**src/merge_pkg.sv**
```systemverilog
package merge_pkg;

    // Merge fan-in and the index that walks it
    localparam int NUM_IN = 16;
    localparam int SEL_W  = 4;

    // Configuration port address width
    localparam int CFG_ADDR_W = 5;

    typedef logic [CFG_ADDR_W-1:0] cfg_addr_t;

    // Register map
    //   0 .. NUM_IN-1   data words
    //   ADDR_DELAY      start delay in cycles
    //   ADDR_RUN        run command, write only, reads as zero
    localparam cfg_addr_t ADDR_DELAY = cfg_addr_t'(16);
    localparam cfg_addr_t ADDR_RUN   = cfg_addr_t'(17);

endpackage

```
**src/merge_cfg_if.sv**
```systemverilog
interface merge_cfg_if #(
    parameter int DATA_W  = 32,
    parameter int DELAY_W = 32
);
    import merge_pkg::*;

    logic [DATA_W-1:0]  words [NUM_IN]; // One word per merge input
    logic [DELAY_W-1:0] delay;          // Cycles to wait after run
    logic               run;            // Single cycle start strobe

    // Register bank side
    modport cfg (
        output words,
        output delay,
        output run
    );

    // Merge unit side
    modport unit (
        input words,
        input delay,
        input run
    );

endinterface

```
**src/merge_cfg.sv**
```systemverilog
module merge_cfg #(
    parameter int DATA_W  = 32,
    parameter int DELAY_W = 32
) (
    input  logic                clk,
    input  logic                rst,

    // Four-phase host port
    input  logic                cfg_req,
    input  logic                cfg_we,
    input  merge_pkg::cfg_addr_t cfg_addr,
    input  logic [DATA_W-1:0]   cfg_wdata,
    output logic                cfg_ack,
    output logic [DATA_W-1:0]   cfg_rdata,

    // Towards the merge unit
    merge_cfg_if.cfg            cfg
);
    import merge_pkg::*;

    logic [DATA_W-1:0]  words_q [NUM_IN];
    logic [DELAY_W-1:0] delay_q;
    logic               run_q;

    logic               access;
    logic               wr_en;
    logic               rd_en;
    logic [DATA_W-1:0]  rd_word;

    // New request accepted only while ack is still low
    assign access = cfg_req && !cfg_ack;
    assign wr_en  = access && cfg_we;
    assign rd_en  = access && !cfg_we;

    // Ack rises on the access edge and stays up until req has gone
    always_ff @(posedge clk or posedge rst) begin
        if (rst) begin
            cfg_ack <= 1'b0;
        end else if (access) begin
            cfg_ack <= 1'b1;
        end else if (!cfg_req) begin
            cfg_ack <= 1'b0;
        end
    end

    // Data words
    always_ff @(posedge clk or posedge rst) begin
        if (rst) begin
            for (int i = 0; i < NUM_IN; i++) begin
                words_q[i] <= '0;
            end
        end else if (wr_en) begin
            for (int i = 0; i < NUM_IN; i++) begin
                if (cfg_addr == cfg_addr_t'(i)) begin
                    words_q[i] <= cfg_wdata;
                end
            end
        end
    end

    // Start delay
    always_ff @(posedge clk or posedge rst) begin
        if (rst) begin
            delay_q <= '0;
        end else if (wr_en && (cfg_addr == ADDR_DELAY)) begin
            delay_q <= DELAY_W'(cfg_wdata);
        end
    end

    // Run strobe, high for the one cycle after the write edge
    always_ff @(posedge clk or posedge rst) begin
        if (rst) begin
            run_q <= 1'b0;
        end else begin
            run_q <= wr_en && (cfg_addr == ADDR_RUN);
        end
    end

    // Readback decode
    always_comb begin
        rd_word = '0; // Run and unmapped addresses
        for (int i = 0; i < NUM_IN; i++) begin
            if (cfg_addr == cfg_addr_t'(i)) begin
                rd_word = words_q[i];
            end
        end
        if (cfg_addr == ADDR_DELAY) begin
            rd_word = DATA_W'(delay_q);
        end
    end

    // Read data captured together with the ack
    always_ff @(posedge clk or posedge rst) begin
        if (rst) begin
            cfg_rdata <= '0;
        end else if (rd_en) begin
            cfg_rdata <= rd_word;
        end
    end

    assign cfg.words = words_q;
    assign cfg.delay = delay_q;
    assign cfg.run   = run_q;

endmodule

```
**src/merge_unit.sv**
```systemverilog
module merge_unit #(
    parameter int DATA_W  = 32,
    parameter int DELAY_W = 32
) (
    input  logic              clk,
    input  logic              rst,
    merge_cfg_if.unit         cfg,
    output logic [DATA_W-1:0] merge_out
);
    import merge_pkg::*;

    logic [DELAY_W-1:0] delay_q;  // Remaining start delay
    logic [SEL_W-1:0]   sel_q;    // Input currently routed to the output
    logic               armed_q;  // Set by the first run
    logic [DATA_W-1:0]  sel_word;

    assign sel_word = cfg.words[sel_q];

    // Delay countdown and input index
    always_ff @(posedge clk or posedge rst) begin
        if (rst) begin
            delay_q <= '0;
            sel_q   <= '0;
            armed_q <= 1'b0;
        end else if (cfg.run) begin
            delay_q <= cfg.delay; // Restart from input 0
            sel_q   <= '0;
            armed_q <= 1'b1;
        end else if (delay_q != '0) begin
            delay_q <= delay_q - 1'b1;
        end else if (armed_q) begin
            // Step one input per cycle, back to 0 after the last
            if (sel_q == SEL_W'(NUM_IN - 1)) begin
                sel_q <= '0;
            end else begin
                sel_q <= sel_q + 1'b1;
            end
        end
    end

    // Registered selector, holds on the run edge
    always_ff @(posedge clk or posedge rst) begin
        if (rst) begin
            merge_out <= '0;
        end else if (!cfg.run) begin
            merge_out <= sel_word;
        end
    end

endmodule

```
**src/merge_top.sv**
```systemverilog
module merge_top #(
    parameter int DATA_W  = 32,
    parameter int DELAY_W = 32
) (
    input  logic                            clk,
    input  logic                            rst,

    // Configuration port, four-phase req/ack
    input  logic                            cfg_req,
    input  logic                            cfg_we,
    input  logic [merge_pkg::CFG_ADDR_W-1:0] cfg_addr,
    input  logic [DATA_W-1:0]               cfg_wdata,
    output logic                            cfg_ack,
    output logic [DATA_W-1:0]               cfg_rdata,

    // Merged stream
    output logic [DATA_W-1:0]               merge_out
);
    import merge_pkg::*;

    merge_cfg_if #(
        .DATA_W  (DATA_W),
        .DELAY_W (DELAY_W)
    ) cfg_bus ();

    merge_cfg #(
        .DATA_W  (DATA_W),
        .DELAY_W (DELAY_W)
    ) i_merge_cfg (
        .clk       (clk),
        .rst       (rst),
        .cfg_req   (cfg_req),
        .cfg_we    (cfg_we),
        .cfg_addr  (cfg_addr_t'(cfg_addr)),
        .cfg_wdata (cfg_wdata),
        .cfg_ack   (cfg_ack),
        .cfg_rdata (cfg_rdata),
        .cfg       (cfg_bus.cfg)
    );

    merge_unit #(
        .DATA_W  (DATA_W),
        .DELAY_W (DELAY_W)
    ) i_merge_unit (
        .clk       (clk),
        .rst       (rst),
        .cfg       (cfg_bus.unit),
        .merge_out (merge_out)
    );

endmodule

```
**config.mk**
```make
export PLATFORM = sky130hd
export DESIGN_NAME = merge_top
export DESIGN_NICKNAME = d
export VERILOG_FILES = /design/src/merge_pkg.sv /design/src/merge_cfg_if.sv /design/src/merge_cfg.sv /design/src/merge_unit.sv /design/src/merge_top.sv
export SDC_FILE = /design/constraint.sdc
export NUM_CORES = 1
export LEC_CHECK = 0
export BUFFER_PORTS_ARGS = -buffer_cell sky130_fd_sc_hd__buf_2
export CAP_MARGIN = 20
export CORE_MARGIN = 1
export CORE_UTILIZATION = 40
export CTS_BUF_LIST = sky130_fd_sc_hd__clkbuf_4
export DETAILED_ROUTE_END_ITERATION = 7
export PLACE_DENSITY = 0.64
export SYNTH_ARGS = -nofsm -noshare
export SYNTH_HDL_FRONTEND = slang
export SYNTH_HIERARCHICAL = 1
export SYNTH_SLANG_ARGS = --single-unit
```
**constraint.sdc**
```tcl
create_clock -name clk -period 24.2 [get_ports clk]
set_input_delay 4.84 -clock clk [delete_from_list [all_inputs] [get_ports clk]]
set_output_delay 4.84 -clock clk [all_outputs]
set_load 0.01 [all_outputs]
```
# Yosys cells after proc, flatten, opt, wreduce, memory -nomap -nowiden
# Index checks and enable logic that the tools add are counted.
# word_totals
wordCells	104
output_inout_bits	65
inputBits	41
register_bits	647
# op_classes
eq_ne	20
reduce_logical	28
addsub	2
magnitude_cmp	1
bitwise_logic	1
mux	28
# op_table
cell	n
$mux 32	21
$bmux 32 s4	1
$eq 5x4->1 const B	8
$reduce_and 2->1	17
$reduce_bool 32->1	1
$sub 32x1->32 const B	1
$eq 5x3->1 const B	4
$mux 4	4
$eq 5x2->1 const B	2
$eq 5x5->1 const B	2
$eq 5x1->1 const B	1
$ge 5x5->1 const B	1
$logic_and 1x1->1	5
$logic_not 5->1	1
$not 4->5	1
$add 4x1->4 const B	1
$eq 4x4->1 const B	1
$reduce_bool 2->1	2
$logic_not 1->1	2
$mux 1	2
$ne 2x1->1 const B	1
$ne 2x2->1 const B	1

# Longest topological paths before layout
# depth
depth_word	18
ltp_mapped	9
depth_no_buf	7

# Hierarchy
# Netlist, hierarchy kept.
# modules_own_cells
mod	instances	area_per_inst_um2	cells_each	seq_area_each_um2
merge_cfg	1	26942.1	2135	14463.9
merge_unit	1	7345.8	731	1726.7

# Least setup slack after synthesis
# Ideal clock, no wire load.
# synth_path
kind	input -> register
start	in cfg_addr[0] (netlist name)
end	reg i_merge_cfg.cfg_rdata[23]
setup_slack_ns	17.751
arrival_time_ns	6.321
setup_ns	0.128
required_ns	24.072
stages	9
n_path_buf	4
path_cell_list	buf_2 buf_4 buf_4 buf_2 mux2_2 o21ai_0 nand4_1 a21oi_1 o21ai_0
# synth_via
elab_chain_len	18
elab_cells_between_ends	34
classes_between	eq/ne: 16; mux: 17; reduce/logical: 1
# synth_lines
item	line	source
from (decl)	merge_top.sv:11	input logic [merge_pkg::CFG_ADDR_W-1:0] cfg_addr,
$logic_not 5->1	merge_cfg.sv:83	if (cfg_addr == cfg_addr_t'(i)) begin
$mux 32 (16 in a row)	merge_cfg.sv:83	
$mux 32 (*)	merge_cfg.sv:87	if (cfg_addr == ADDR_DELAY) begin
to (signal assigned)	merge_cfg.sv:97	cfg_rdata <= rd_word;
to (decl)	merge_cfg.sv:14	output logic [DATA_W-1:0] cfg_rdata,
# Mark *: on every way between the ends. The rest lies on a longest branch, timed or not.
# A chain may end at the register's enable or synchronous reset.

# Worst setup path in the final report
# layout_path
start	in cfg_addr[1] (netlist name)
end	reg i_merge_cfg.cfg_rdata[3]
# Same word-level chain as after synthesis.

==> impl_metrics.ini <==
[worst_hold_path]
hp-class = reg2reg
whs_path_depth = 1
hold_end = i_merge_cfg/cfg.words[32]
hp-start = i_merge_cfg/cfg.words[32]

[logic_synthesis]
syn-num-nets = 2909
synth_compound_area_frac = 0.102
yosysTopAreaCell = dfrtp_1
syn_inst = 2866
synth_adder_area_share = 0.000730
synth_simple_gate_area_frac = 0.0881
async_flop_share = 1.00
netlist.area_leader.share = 0.472
synth.yosys.seq_area_share = 0.472
ys_warn_count = 6
ys.flop_type = dfrtp_1
synth_xor_area_frac = 0.00358
synth.area.mux_share = 0.294
synth_area_um2 = 34300
synth_top_family_by_area = multiplexers
synth_area_leaders = dfrtp_1, mux2_2, mux4_2
synth_cell_types = 87
syn_avg_cell_area_um2 = 12.0
synth_seq_cells = 647
synth_edf_count = 0

[final_layout]
fin_cells = 4232
design_area_um2 = 37900
drive_gt1_frac = 0.386
nets = 3006
final_util = 0.445
syn_to_final_growth_pct = 10.5

[clock_tree]
cts_tree = done
cts.sink_count = 647
clk_pin_slew_ns = 0.06
cts_hold_buf = 0
numCtsBuffers = 177
clock_path_buffers = 3
htree_levels = 4
clk_latency_ns = 1.07
post_cts_buffers = 0
cts_root_buf = clkbuf_4
ctsResizeCount = 0

[power]
p_leak_nw = 17.2
powerDensity_nw_per_um2 = 70.5
max-vdd-ir-drop_uv = 43.2
sw_frac_of_total = 0.303
power.internal_mw = 1.86
power_frac_comb = 0.149
power.share.sequential = 0.487
switchingPower_uw = 809
clockPowerShare = 0.365
total_power_mw = 2.67

[setup_path]
r2r_cells = 7
crit_required_ns = 25.13
crit_path_max_incr_delay_ns = 0.90
r2r_start = i_merge_unit/sel_q[0]
r2r-end = i_merge_unit/merge_out[17]
cp_common_cell = buf_4
path_buf_inv = 3
end_kind = register
path_cells = buf_4 > buf_4 > buf_4 > nand2_1 > nor2_4 > a21oi_1 > o22a_1 > o21ai_0
critPathTopFamily = buffers and inverters
critPathKind = in2reg
crit_arrival_ns = 8.84
crit_path_top_delay_cell = nor2_4
r2r_slack_ns = 20.31
path_max_fanout = 47
start_kind = input pin

[timing]
setup_viol = 0
finalCriticalPeriod_ns = 7.91
drv_slew = 0
max_slew_margin = 0.188
tightest_slew_ns = 1.22
fmax_mhz = 126
rsz0062_at_grt = no
clock_skew_ns = 0.0891
hold_viol = 0
fin_crit_sh = 0.327
fin_tns_setup_ns = 0

[global_route]
grt_start_max_net_pins = 152
overflow = 0
grt_use_total = 0.279
grt_pass1_wl_mm = 177
grt_pass1_vias = 26251
antenna_found_initial = 6

[routing]
drtIter0Drc = 2889
num_vias = 26604
ant_nets = 0
drtPass1Iterations = 6
wl_mm = 120
wl_per_cell_um = 28.4
vias_per_cell = 6.29
drc_errors = 0

[placement]
post_dp_cell_area_um2 = 35700
place.port_buffers = 105
gp_congestion = 0.883
hpwl_mm = 72.0
dp.cells = 3928

[floorplan]
start_util = 0.403
die_w_um = 295
die_h_um = 295
die_area_um2 = 86900
rows = 107
fp.coreArea_um2 = 85000
io_pins = 106

[run_status]
status = finished, final reports clean

[job]
cap_viol_max_count = 0
-- worst register-to-register path, cell delays in order, from the launching register on --
cell     delay (ns)
dfrtp_4        0.83
buf_4          0.73
buf_4          0.83
mux4_2         0.62
nor2_1         0.18
nor2_1         0.09
o22ai_1        0.40
a21oi_1        0.08
-- cells in the mapped netlist (all sizes together) (13+ instances only) --
library cell	n
o22a	17
mux2	584
nand2	99
o22ai	58
a221oi	24
mux4	136
nand3	66
nor2b	13
nand4	20
buf	137
o221ai	13
o21ai	138
inv	43
clkbuf	118
mux2i	44
a21oi	107
o211ai	28
nand2b	20
o221a	19
nor3	22
dfrtp	647
nor3b	13
nor2	306
-- area by class of cell --
cell class	count	area, µm²
Clock buffer	244	1830
Multi-Input combinational cell	1921	16800
Clock inverter	55	312
Timing Repair Buffer	173	1090
Antenna cell	5	12.5
Fill cell	8005	47100
Sequential cell	647	16200
Inverter	43	171
Tap cell	1144	1430
-- through the flow --
step,setup WS [ns],hold WS (ns)
floorplan,3.19,0.467
CTS,16.63,0.507
detailed placement,15.50,0.493
finish,16.29,0.506
global route,16.41,0.529
global placement,15.56,0.481
-- layout by cell type (no fill, tap or decap), drive strengths merged, types with 12 or more instances in the layout --
| cell type | Yosys | routed |
|---|---|---|
| dfrtp | 647 | 647 |
| mux2 | 584 | 584 |
| nor2 | 306 | 306 |
| clkbuf | 118 | 244 |
| buf | 137 | 173 |
| o21ai | 138 | 138 |
| mux4 | 136 | 136 |
| a21oi | 107 | 107 |
| nand2 | 99 | 99 |
| nand3 | 66 | 66 |
| o22ai | 58 | 58 |
| inv | 43 | 49 |
| mux2i | 44 | 44 |
| clkinv | 0 | 44 |
| o211ai | 28 | 28 |
| a221oi | 24 | 24 |
| nor3 | 22 | 22 |
| nand2b | 20 | 20 |
| nand4 | 20 | 20 |
| o221a | 19 | 19 |
| o22a | 17 | 17 |
| o221ai | 13 | 13 |
| nor2b | 13 | 13 |
| nor3b | 13 | 13 |
| o2bb2ai | 12 | 12 |
| a211oi | 12 | 12 |
| a22o | 12 | 12 |
-- state kept, by name, summed over array words and instances (netlist names) --
signal and flops:
i_merge_cfg/cfg.words 512, i_merge_cfg/cfg.delay 32, i_merge_cfg/cfg_rdata 32, i_merge_unit/delay_q 32, i_merge_unit/merge_out 32, i_merge_unit/sel_q 4, i_merge_cfg/cfg.run 1, i_merge_cfg/cfg_ack 1
i_merge_unit/armed_q 1
-- worst max-delay path by stage --
stage	startpoint	endpoint	slack, ns	depth (start not counted)
after floorplan	rst	i_merge_cfg/cfg.delay[0]	3.19	1
after global placement	cfg_addr[1]	i_merge_cfg/cfg_rdata[30]	15.56	8
after detailed placement	cfg_addr[1]	i_merge_cfg/cfg_rdata[3]	15.50	8
after CTS	cfg_addr[1]	i_merge_cfg/cfg_rdata[3]	16.63	8
after global routing	cfg_addr[1]	i_merge_cfg/cfg_rdata[3]	16.41	8
final	cfg_addr[1]	i_merge_cfg/cfg_rdata[3]	16.29	8
-- metal layers --
metal	vias up	global-route usage	wire length (µm)
li1	10951	-	-
met1	13729	0.377	48500
met2	1553	0.421	54600
met3	367	0.0649	11700
met4	4	0.137	5460
met5	-	0	29
-- power groups by stage --
stage	Clock [mW]	Sequential (mW)	Combinational, mW
floorplan	0	1.28	0.284
global placement	0	1.31	0.386
detailed placement	0	1.31	0.394
CTS	0.992	1.30	0.395
global route	1.05	1.31	0.431
finish	0.973	1.30	0.397
-- cells by family (layout without fill, tap and decap cells) --
kind of cell | after synthesis | in the layout
muxes | 764 | 764
DFF | 647 | 647
and+or+nand+nor | 617 | 617
AOI/OAI and AO/OA | 524 | 524
buffers and inverters | 298 | 515
xor gates and xnor gates | 14 | 14
adders and majority gates | 2 | 2
other | 0 | 5
No activity file was read; power rests on OpenSTA's default activity.
